`src/source/fp_ss_pkg.sv`:
```
/*
 * FP subsystem package: widths, instruction fields, micro-op encodings
 * and the packed structs shared by the request/response shell
 */
package fp_ss_pkg;

  // --------------------------------------------------------------------------
  // Widths
  // --------------------------------------------------------------------------
  localparam int unsigned FLEN       = 32;
  localparam int unsigned REG_ADDR_W = 5;
  localparam int unsigned PIPE_DEPTH = 2;

  // --------------------------------------------------------------------------
  // Instruction fields
  // --------------------------------------------------------------------------
  localparam logic [6:0] OPC_OP_FP     = 7'b1010011;

  // Upper five bits of funct7
  localparam logic [4:0] FUNCT5_SGNJ   = 5'b00100;
  localparam logic [4:0] FUNCT5_MINMAX = 5'b00101;
  localparam logic [4:0] FUNCT5_CMP    = 5'b10100;
  localparam logic [4:0] FUNCT5_CLASS  = 5'b11100;

  // Canonical quiet NaNs
  localparam logic [31:0] CANON_NAN_S = 32'h7fc0_0000;
  localparam logic [15:0] CANON_NAN_H = 16'h7e00;

  typedef enum logic [1:0] {
    OP_SGNJ   = 2'd0,
    OP_MINMAX = 2'd1,
    OP_CMP    = 2'd2,
    OP_CLASS  = 2'd3
  } fp_op_e;

  typedef enum logic {
    FMT_S = 1'b0,
    FMT_H = 1'b1
  } fp_fmt_e;

  // --------------------------------------------------------------------------
  // Structs
  // --------------------------------------------------------------------------
  typedef struct packed {
    logic [FLEN-1:0] data_op;
    logic [FLEN-1:0] data_arga;
    logic [FLEN-1:0] data_argb;
  } acc_req_t;

  typedef struct packed {
    logic [REG_ADDR_W-1:0] id;
    logic [FLEN-1:0]       data;
    logic                  error;
  } acc_resp_t;

  // Decoded instruction, sub is the rm field
  typedef struct packed {
    fp_op_e                op;
    fp_fmt_e               fmt;
    logic [2:0]            sub;
    logic [REG_ADDR_W-1:0] rd;
    logic                  illegal;
  } fp_uop_t;

  typedef struct packed {
    logic sign;
    logic is_zero;
    logic is_sub;
    logic is_normal;
    logic is_inf;
    logic is_snan;
    logic is_qnan;
  } fp_class_t;

  typedef struct packed {
    logic [FLEN-1:0]       result;
    logic [REG_ADDR_W-1:0] rd;
    logic                  error;
  } fp_pipe_data_t;

  typedef struct packed {
    logic issue_fpu;
    logic issue_core_to_fpu;
  } core_events_t;

endpackage
```
`src/source/fp_pipe.sv`:
```
/*
 * Elastic register pipeline of PIPE_DEPTH stages with valid/ready flow
 */
`timescale 1ns/1ns

module fp_pipe (
  input  logic                     clk_i,
  input  logic                     arst_n_i,
  input  logic                     in_valid_i,
  output logic                     in_ready_o,
  input  fp_ss_pkg::fp_pipe_data_t in_data_i,
  output logic                     out_valid_o,
  input  logic                     out_ready_i,
  output fp_ss_pkg::fp_pipe_data_t out_data_o
);

  localparam int unsigned Depth = fp_ss_pkg::PIPE_DEPTH;

  logic [Depth-1:0]         valid_q;
  logic [Depth-1:0]         stage_ready;
  logic [Depth-1:0]         stage_valid;
  fp_ss_pkg::fp_pipe_data_t data_q     [Depth];
  fp_ss_pkg::fp_pipe_data_t stage_data [Depth];

  // Stage 0 is fed from outside
  always_comb begin
    stage_valid[0] = in_valid_i;
    stage_data[0]  = in_data_i;
    for (int i = 1; i < Depth; i++) begin
      stage_valid[i] = valid_q[i-1];
      stage_data[i]  = data_q[i-1];
    end
  end

  // A stage loads when empty or when its content moves on
  always_comb begin
    logic ready_acc;
    ready_acc = out_ready_i;
    for (int i = Depth - 1; i >= 0; i--) begin
      ready_acc      = ready_acc | ~valid_q[i];
      stage_ready[i] = ready_acc;
    end
  end

  always_ff @(posedge clk_i or negedge arst_n_i) begin
    if (!arst_n_i) begin
      valid_q <= '0;
    end else begin
      for (int i = 0; i < Depth; i++) begin
        if (stage_ready[i]) valid_q[i] <= stage_valid[i];
      end
    end
  end

  always_ff @(posedge clk_i) begin
    for (int i = 0; i < Depth; i++) begin
      if (stage_ready[i] && stage_valid[i]) data_q[i] <= stage_data[i];
    end
  end

  assign in_ready_o  = stage_ready[0];
  assign out_valid_o = valid_q[Depth-1];
  assign out_data_o  = data_q[Depth-1];

  assert property (@(posedge clk_i) disable iff (!arst_n_i)
    out_valid_o && !out_ready_i |=> out_valid_o && $stable(out_data_o))
    else $error("fp_pipe: output changed while stalled");

endmodule

```
`config.mk`:
```
export PLATFORM = sky130hd
export DESIGN_NAME = fp_pipe
export DESIGN_NICKNAME = d
export VERILOG_FILES = /design/src/source/fp_ss_pkg.sv /design/src/source/fp_pipe.sv
export SDC_FILE = /design/constraint.sdc
export NUM_CORES = 1
export LEC_CHECK = 0
export CAP_MARGIN = 5
export CORE_ASPECT_RATIO = 0.7
export CORE_MARGIN = 3
export CORE_UTILIZATION = 62
export CTS_BUF_LIST = sky130_fd_sc_hd__clkbuf_2 sky130_fd_sc_hd__clkbuf_4 sky130_fd_sc_hd__clkbuf_8
export DETAILED_ROUTE_END_ITERATION = 10
export DONT_BUFFER_PORTS = 1
export MAX_ROUTING_LAYER = met4
export PLACE_DENSITY_LB_ADDON = 0.25
export SYNTH_ARGS = -nofsm -noshare
export SYNTH_HDL_FRONTEND = slang
export SYNTH_SLANG_ARGS = --single-unit
```
`constraint.sdc`:
```
create_clock -name clk_i -period 2.2 [get_ports clk_i]
set_input_delay 0.44 -clock clk_i [delete_from_list [all_inputs] [get_ports clk_i]]
set_output_delay 0.44 -clock clk_i [all_outputs]
set_load 0.05 [all_outputs]
```
* Yosys cells after proc, flatten, opt, wreduce, memory -nomap -nowiden
Memory sizes are Yosys's and may differ from the RTL's. Cells that the tools add are included.
Word-level totals: memories 1, logic and storage cells 13, RAM bits 76, bits in registers 2, latch bits 0, bits in read-only memories 0, bits of input ports 42, output and inout bits 40
Memories:
- data_q | depth 2, bits a word 38, rd ports 2, clocked after Yosys merged registers in 0, write ports 2, RTL line fp_pipe.sv:22 | fp_ss_pkg::fp_pipe_data_t data_q [Depth];
Cells by class: muxes and demuxes 4, $add $sub $neg 0, multiply operators 0, bitwise operators 4, div/mod/pow operators 0, equal/unequal tests 0, shift operators 0, reduce and logical (&&, ||, !) cells 2, magnitude comparators 0
Operator list (count):
- $mux 1 | 4
- $logic_and 1x1->1 | 2
- $not 1->1 | 2
- $or 1x1->1 | 2

* Depth between registers and ports, before layout
Gate-level depths: netlist of the first run.
depth in word-level cells 6, mapped depth 2, depth with buffers taken out 2

* Worst setup path before layout of the first run
OpenSTA, ideal clock, no wires.
kind flip-flop to flip-flop, from register valid_q[1], to memory data_q[0][38] in the netlist's numbering, enable pin, arrival 1.699 ns, setup slack 0.102 ns, buffers on the path 0, setup time 0.399 ns, period minus slack after synthesis 2.098 ns, cell stages (with the launch flop) 3, required time 1.801 ns, path through dfrtp_1 nand2b_1 and2_1
RTL lines:
- start: declaration | RTL line fp_pipe.sv:19 | logic [Depth-1:0] valid_q;
- start signal: indexed assignment | RTL line fp_pipe.sv:50 | if (stage_ready[i]) valid_q[i] <= stage_valid[i];
- end: declaration | RTL line fp_pipe.sv:22

==> results.tsv, run 1 <==
metric	value	unit
YS warnings	0	
number of vias per cell	5.394	
WL/cell	20.34	um
Setup Skew	0.008692	ns
layout cells sized above 1	0.1845	
synth unique cells	7	
most common cell after layout, fill and taps aside	edfxtp_1	
placed insts	138	
DRC	0	
average cell area after synthesis	21.90	sq um
fin area	2726	sq um
post-route setup slack	0.7181	ns
Reg clk slew, reported paths	0.08	ns
Final Slew Violations	0	
Max VDD drop	0.7095	mV
Pleak	0.9076	nW
Max Clk Rate	0.6748	GHz
#FFs+latches synth	78	
Hold Crit Class	in2reg	
outcome	completed	
RSZ-0062 raised after global routing	false	
worst path cell trace	nand3b_4, and2_4	
area of the multi-input gates	55.05	sq um
Antenna Violating Nets Remaining	0	
Fin Setup TNS	0	ns
Worst setup EP type	flip-flop	
Port Buf Inserts	0	
n_diodes	0	
detailed placement HPWL	2.085	mm
PostCTS Resize Cnt	0	
Core ar.	4041	sq um
Total Power	3.262	mW
final wirelength	3.152	mm
pre-CTS setup slack	0.6546	ns
slowest stage delay, CP	0.49	ns
P per Cell Area	1196	nW/um^2
Num Clock Sinks	78	
CP Data Required Time	2.18	ns
Initial Util	0.6610	
Max-Slew Margin vs Limit	0.6736	
die extent in y	60.92	um
fin crit share	0.6736	
GRT Residual Overflow	0	
DIE AREA	5145	sq um
Row Count	19	
Num CTS Buffers	9	
Hold Fails Final Rpt	0	
Setup-failing EPs final	0	
synthesized area	2671	sq um
post-synth net total	164	
CP max FO	38	
worst skew pair latency	0.34	ns
final period demand of the worst path	1.482	ns
CP delay by family, top	simple AND/OR/NAND/NOR gates	
Gate Count Post-Synth	122	
sequential share of the synthesized area	0.8731	
Final Instance Count excl. Fillers	155	
post-synth top area share	0.8543	
router iterations before antenna repair	4	
area of placed instances	2480	sq um
Worst Tran Pin Value	0.4907	ns
RePlAce Congestion	0.6627	
pin count of the biggest net entering global routing	39	
DRT iter0 DRCs	43	
first-pass GRT wire length	4.436	mm
H-tree levels	3	
root buffer cell	clkbuf_8	
# fillers	266	
arrival time worst endpoint	1.46	ns
Longest Clk Path Bufs	2	
post-synth top area cell	edfxtp_1	
Setup CP Type	reg2reg	
Area Overhead vs Synth	2.061	%
nets	140	
vias in the first global route	846	
initial antenna violation count	0	
Crit-path slowest cell	and2_4	
GRT Resource Usage Total	0.1385	
Max-Cap Viols	0	
IO Pins	82	
Buf/Inv on CP	0	
crit path launch type	flip-flop	
ranking of synthesized cells by area	edfxtp_1 85%, buf_4 11%, dfrtp_1 1.9%, nand3b_4 0.75%, nand2b_1 0.70%	
die width	84.46	um
CTS tree	done	
Via Count	836	
most frequent cells in the layout	76 x edfxtp_1, 9 x clkbuf_8, 3 x nand2b_1, 3 x bufinv_16	
FF/Latch Area	2332	sq um
-- synth_stat cells --
master	instances
and2_1	1
edfxtp_1	76
buf_4	38
and2_4	1
nand2b_1	3
dfrtp_1	2
nand3b_4	1
-- logic make-up (layout without fill, tap and decap cells) --
family,after synthesis,in the layout,synth area share
flops,78,78,0.8731
simple gates,6,6,0.02014
buf+inv,38,19,0.1068
-- power breakdown --
group / switching [mW] / internal (mW)
clock network: 0.468 / 0.745
registers: 0.213 / 1.76
logic: 0.0576 / 0.0170
total: 0.739 / 2.52
-- routing by layer --
metal / routed length (um) / vias to the layer above / track usage
li1: - / 366 / -
met1: 1158 / 407 / 0.1326
met2: 1618 / 53 / 0.2079
met3: 316 / 10 / 0.1018
met4: 58 / 0 / 0.07449
met5: 0 / - / -
-- flip-flops by register name, indices dropped and copies added (netlist names) --
register  cells
data_q       76
valid_q       2
-- metrics by stage --
step | hold slack, ns | utilization
after floorplan | 0.1444 | -
after global placement | 0.1445 | 0.6136
after detailed placement | 0.1445 | 0.6136
after CTS | 0.1680 | 0.6746
after global routing | 0.1549 | 0.6746
final | 0.1891 | 0.6746
-- worst paths after layout --
path / from / to / slack, ns / depth (start not counted)
max: valid_q[1] / data_q[0][32] / 0.72 / 2
min: in_data_i[31] / data_q[0][31] / 0.19 / 0
max reg2reg: valid_q[1] / data_q[0][32] / 0.72 / 2
min reg2reg: data_q[0][23] / data_q[0][61] / 0.41 / 0
max in group asynchronous: arst_n_i / valid_q[0] / 1.74 / 1
min in group asynchronous: arst_n_i / valid_q[1] / 0.33 / 1
-- repair_timing --
action	4_1_cts	5_1_grt
buffers inserted	0	0
hold buffers	1	0
endpoints found under the hold margin	2	0
endpoints found under the setup margin	0	0
-- layout make-up --
cell class / count / area share
Sequential cell: 78 / 0.8554
Timing Repair Buffer: 3 / 0.01377
Clock buffer: 9 / 0.04543
Multi-Input combinational cell: 6 / 0.02019
Clock inverter: 7 / 0.04130
Tap cell: 52 / 0.02386
Note: power is estimated with default switching activity, not from simulation.
==> inputs of run 2 (changes only) <==
ABC_AREA = 1   (was default)
clock period = 1.41 ns   (was 2.2 ns; I/O delays follow)
==> run 2 against run 1 <==
  * Sequential power grew 56%
  * Synthesized cell count grew 3.3%
  * Non-clock buffer count grew 5
  * Sequential cell count is the same
  * Design area grew 1.7%
==> results.tsv, run 2 <==
metric	value	unit	change
detailed placement HPWL	2.046	mm	-1.9%
area of the multi-input gates	51.30	sq um	-6.8%
most frequent cell after synthesis	edfxtp_1		
# fillers	263		-1.1%
hold wc startpoint	in_data_i[16]		
root buffer cell	clkbuf_8		
Max Clk Rate	0.7542	GHz	
Row Count	19		unchanged
Hold Fails Final Rpt	0		unchanged
Max VDD drop	0.8968	mV	+26%
outcome	completed		
most frequent cells in the layout	76 x edfxtp_1, 9 x clkbuf_8, 4 x clkinvlp_4		
top_reg_cell synth	edfxtp_1		
ranking of synthesized cells by area	edfxtp_1 86%, buf_4 11%, dfrtp_1 1.9%, inv_1 0.56%, nand2_1 0.56%		
max FFs per register	76		unchanged
fin crit share	0.9404		
post-synth net total	168		+2.4%
Crit. Startpoint	valid_q[1]		
number of vias per cell	5.134		-4.8%
Clock power frac	0.324		-0.048
final period demand of the worst path	1.326	ns	
die extent in y	60.83	um	-0.15%
layout cells sized above 1	0.2321		+0.04768
crit path launch type	flip-flop		
Setup CP Type	reg2out		
Hold Crit Class	in2reg		
Area Overhead vs Synth	4.088	%	
CP max FO	3		-92%
Initial Util	0.6627		+0.001731
IO Pins	82		unchanged
GRT Residual Overflow	0		unchanged
FF/Latch Area	2333	sq um	about the same
CP delay by family, top	flip-flops		
Setup Skew	0.007507	ns	-0.001185 ns
Largest regs	data_q x76, valid_q x2		
placed insts	145		+5.1%
RSZ-0062 raised after global routing	false		
Synth top cells by count	76 x edfxtp_1, 38 x buf_4, 4 x inv_1, 4 x nand2_1, 2 x dfrtp_1		
n_diodes	0		unchanged
Crit-path slowest cell	dfrtp_2		
worst path cell trace	nand3_4, buf_6		
#FFs+latches synth	78		unchanged
FFs w/ async S/R, synth	0.02564		unchanged
Internal	3.626	mW	+44%
Antenna Violating Nets Remaining	0		unchanged
H-tree levels	3		unchanged
nets	149		+6.4%
DIE AREA	5129	sq um	-0.30%
sequential share of the synthesized area	0.8759		+0.002872
average cell area after synthesis	21.13	sq um	-3.5%
Num Clock Sinks	78		unchanged
Final Instance Count excl. Fillers	164		+5.8%
Reg clk slew, reported paths	0.07	ns	about the same
Biggest register	data_q		
Buf/Inv on CP	1		+1
router iterations before antenna repair	4		unchanged
pin count of the biggest net entering global routing	39		unchanged
Max-Slew Margin vs Limit	0.6777		+0.004093
RePlAce Congestion	0.6497		-2.0%
Worst Tran Pin Value	0.4845	ns	-0.006152 ns
P_sw	1.157	mW	+57%
CTS tree	done		
final wirelength	3.109	mm	-1.4%
Pleak	0.9284	nW	+2.3%
synth unique cells	7		unchanged
Final Slew Violations	0		unchanged
arrival time worst endpoint	1.04	ns	-0.42 ns
WL/cell	18.96	um	-6.8%
Port Buf Inserts	0		unchanged
fin area	2771	sq um	+1.7%
initial antenna violation count	0		unchanged
GRT Resource Usage Total	0.1355		-0.003062
power share of the combinational group	0.032		+0.009
Sw Ratio	0.2418		+0.01530
P per Cell Area	1726	nW/um^2	+44%
synthesized area	2663	sq um	-0.33%
Max-Cap Viols	0		unchanged
YS warnings	0		unchanged
CP Data Required Time	1.13	ns	-1.05 ns
slowest stage delay, CP	0.45	ns	-0.04 ns
Fin Setup TNS	0	ns	unchanged
DRT iter0 DRCs	66		+53%
Gate Count Post-Synth	126		+3.3%
Longest Clk Path Bufs	2		unchanged
sequential power share	0.644		+0.039
Via Count	842		+0.72%
Num CTS Buffers	9		unchanged
first-pass GRT wire length	4.374	mm	-1.4%
R2R Path Start	valid_q[1]		
DRC	0		unchanged
post-synth top area cell	edfxtp_1		
Core ar.	4018	sq um	-0.59%
vias in the first global route	843		-0.35%
Total Power	4.783	mW	+47%
die width	84.33	um	-0.15%
Core Util, Final	0.6898		+0.01520
Setup-failing EPs final	0		unchanged
area of placed instances	2544	sq um	+2.6%
post-synth top area share	0.8571		+0.002810
Post-synth EDFFs	76		unchanged
most common cell after layout, fill and taps aside	edfxtp_1		
Worst setup EP type	output pin		
worst skew pair latency	0.34	ns	about the same
## run 2: power groups by stage
stage | clock network, mW | logic, mW | registers, mW
6_report | 1.55 | 0.153 | 3.08
2_1_floorplan | 0 | 0.469 | 2.83
3_3_place_gp | 0 | 0.141 | 3.13
3_5_place_dp | 0 | 0.147 | 3.13
4_1_cts | 1.61 | 0.151 | 3.08
5_1_grt | 1.72 | 0.167 | 3.10
## run 2: timing repair
action,in CTS,in global routing
hold endpoints to repair,2,2
resized for setup,0,1
setup endpoints to repair,0,1
hold buffers,1,2
buffers inserted,0,0
## run 2: stage by stage
| stage | hold slack, ns | setup WS (ns) |
|---|---|---|
| 2_1_floorplan | -0.01359 | -0.4348 |
| 3_3_place_gp | -0.01352 | 0.2567 |
| 3_5_place_dp | -0.01351 | 0.2323 |
| 4_1_cts | 0.009081 | 0.01780 |
| 5_1_grt | 0.001644 | 0.02808 |
| 6_report | 0.04160 | 0.08410 |
## run 2: cell type report
class / count / share of cell area
Timing Repair Buffer: 8 / 0.03928
Inverter: 4 / 0.006772
Multi-Input combinational cell: 6 / 0.01851
Clock inverter: 6 / 0.02257
Clock buffer: 10 / 0.04740
Sequential cell: 78 / 0.8420
Tap cell: 52 / 0.02348
## run 2: path summary, 6_finish.rpt
path	endpoint	slack [ns]	cells past startpoint
min reg2reg	data_q[0][61]	0.42	0
max in group asynchronous	valid_q[1]	1.10	1
max	in_ready_o	0.08	2
min	data_q[0][16]	0.04	0
max reg2reg	data_q[0][36]	0.22	4
min in group asynchronous	valid_q[1]	0.18	1
## run 2: cell families after synthesis
| family | synth area share |
|---|---|
| AO/OA/AOI/OAI | 0.001878 |
| buffers and inverters | 0.1128 |
| flip-flops | 0.8759 |
| AND/OR/NAND/NOR | 0.009397 |
## run 2: metal layers
metal | routed length [um] | up-vias | track usage
met5 | 0 | - | -
met4 | 51 | 0 | 0.08257
met3 | 374 | 6 | 0.09905
met2 | 1511 | 55 | 0.1865
met1 | 1172 | 396 | 0.1396
li1 | - | 385 | -
==> inputs of run 3 (changes only) <==
ABC_AREA = default   (was 1)
==> run 3 against run 2 <==
  * First-iteration DRC count down 38%
  * Sequential share of layout area down 0.27 points
  * Combinational power up 4%
  * Core utilization down 0.19 points
  * Die area up 0.30%
  * Worst setup slack better by 0.0035 ns
  * Register-to-register slack about the same
  * Via count down 0.71%
  * Non-clock buffer count unchanged
  * Global-route usage up 0.39 points
  * Cell count down 2.4%
  * Design area up 0.32%
==> results.tsv, run 3 (synthesis gave the netlist of run 1 again) <==
metric	value	unit	change
Num CTS Buffers	9		unchanged
final period demand of the worst path	1.322	ns	-0.003534 ns
RePlAce Congestion	0.7173		+10%
Total Power	4.962	mW	+3.7%
GRT Residual Overflow	0		unchanged
Via Count	836		-0.71%
detailed placement HPWL	2.349	mm	+15%
Setup-failing EPs final	0		unchanged
Largest regs	data_q x76, valid_q x2		
area of placed instances	2557	sq um	+0.54%
first-pass GRT wire length	4.512	mm	+3.2%
Reg clk slew, reported paths	0.07	ns	about the same
Max Clk Rate	0.7562	GHz	+0.27%
RSZ-0062 raised after global routing	false		
Max VDD drop	1.141	mV	+27%
die extent in y	60.92	um	+0.15%
Area Overhead vs Synth	4.075	%	about the same
GRT Resource Usage Total	0.1394		+0.003931
arrival time worst endpoint	1.04	ns	about the same
pre-CTS setup slack	0.2318	ns	-0.0005490 ns
Longest Clk Path Bufs	2		unchanged
WL/cell	20.43	um	+7.7%
n_diodes	0		unchanged
Num Clock Sinks	78		unchanged
initial antenna violation count	0		unchanged
Core ar.	4041	sq um	+0.59%
Setup Skew	0.005742	ns	-0.001765 ns
Hold Crit Class	in2reg		
post-route setup slack	0.08763	ns	+0.003533 ns
layout cells sized above 1	0.2407		+0.008598
Final Slew Violations	0		unchanged
router iterations before antenna repair	4		unchanged
H-tree levels	3		unchanged
final wirelength	3.268	mm	+5.1%
crit path launch type	flip-flop		
most common cell after layout, fill and taps aside	edfxtp_1		
Biggest register	data_q		
Max-Slew Margin vs Limit	0.6644		-0.01328
CP Data Required Time	1.13	ns	about the same
IO Pins	82		unchanged
nets	145		-2.7%
max FFs per register	76		unchanged
DRC	0		unchanged
worst skew pair latency	0.33	ns	about the same
most frequent cells in the layout	76 x edfxtp_1, 9 x clkbuf_8, 4 x buf_12		
Setup CP Type	reg2out		
Worst setup EP type	output pin		
Hold Fails Final Rpt	0		unchanged
DRT iter0 DRCs	41		-38%
number of vias per cell	5.225		+1.8%
Row Count	19		unchanged
fin crit share	0.9378		-0.002506
CP max FO	3		unchanged
Max-Cap Viols	0		unchanged
pin count of the biggest net entering global routing	25		-36%
vias in the first global route	848		+0.59%
Worst Tran Pin Value	0.5045	ns	+0.01996 ns
root buffer cell	clkbuf_8		
die width	84.46	um	+0.15%
Antenna Violating Nets Remaining	0		unchanged
Port Buf Inserts	0		unchanged
Core Util, Final	0.6879		-0.001890
Fin Hold WS	0.04191	ns	+0.0003127 ns
P per Cell Area	1785	nW/um^2	+3.4%
Pleak	0.9463	nW	+1.9%
DIE AREA	5145	sq um	+0.30%
Initial Util	0.6610		-0.001731
CTS tree	done		
fin area	2780	sq um	+0.32%
outcome	completed		
-- run 3: changes by cell type in the layout (fill, tap and decap cells not counted), sizes merged, moves of 2 or more --
cell and delta:
clkinvlp -4, and2 +2, nand2b +3, dlygate4sd3 -2, buf +2, inv -3
nand2 -4
-- run 3: worst paths after layout --
kind | start | to | slack (ns) | depth (start not counted)
max in group asynchronous | arst_n_i | valid_q[1] | 1.10 | 1
max reg2reg | valid_q[1] | data_q[0][52] | 0.22 | 3
min | in_data_i[27] | data_q[0][27] | 0.04 | 0
min in group asynchronous | arst_n_i | valid_q[0] | 0.17 | 1
min reg2reg | data_q[0][21] | data_q[0][59] | 0.42 | 0
max | valid_q[1] | in_ready_o | 0.09 | 2
-- run 3: critical path, cell delays in order (launching register included) --
cell and delay [ns]:
dfrtp_2 0.43, nand3b_4 0.08, buf_4 0.20
-- run 3: final cells by class --
type	count	area [sq um]
clock buffer	11	138.9
clock inverter	5	73.82
fill	263	1261
multi-input combinational	6	56.30
sequential	78	2333
tap	52	65.06
timing repair buffer	8	112.6
-- run 3: what timing repair did --
action,4_1_cts,5_1_grt
resized for setup,0,0
hold endpoints to repair,2,0
buffers inserted,0,0
hold buffers,1,0
-- run 3: power by group --
group | switching, mW | total (mW) | internal (mW)
registers | 0.337 | 3.08 | 2.75
clock network | 0.693 | 1.72 | 1.02
logic | 0.0974 | 0.159 | 0.0617
total | 1.13 | 4.96 | 3.83
-- run 3: routing by layer --
| metal | part of all wire | vias to the layer above | track usage |
|---|---|---|---|
| li1 | - | 372 | - |
| met1 | 0.38 | 395 | 0.1371 |
| met2 | 0.48 | 58 | 0.2045 |
| met3 | 0.12 | 11 | 0.09498 |
| met4 | 0.023 | 0 | 0.08804 |
| met5 | 0 | - | - |
-- run 3: metrics by stage --
stage | instances | TNS [ns]
global route | 160 | 0
finish | 160 | 0
detailed placement | 143 | 0
floorplan | 122 | -3.487
CTS | 160 | 0
global placement | 143 | 0
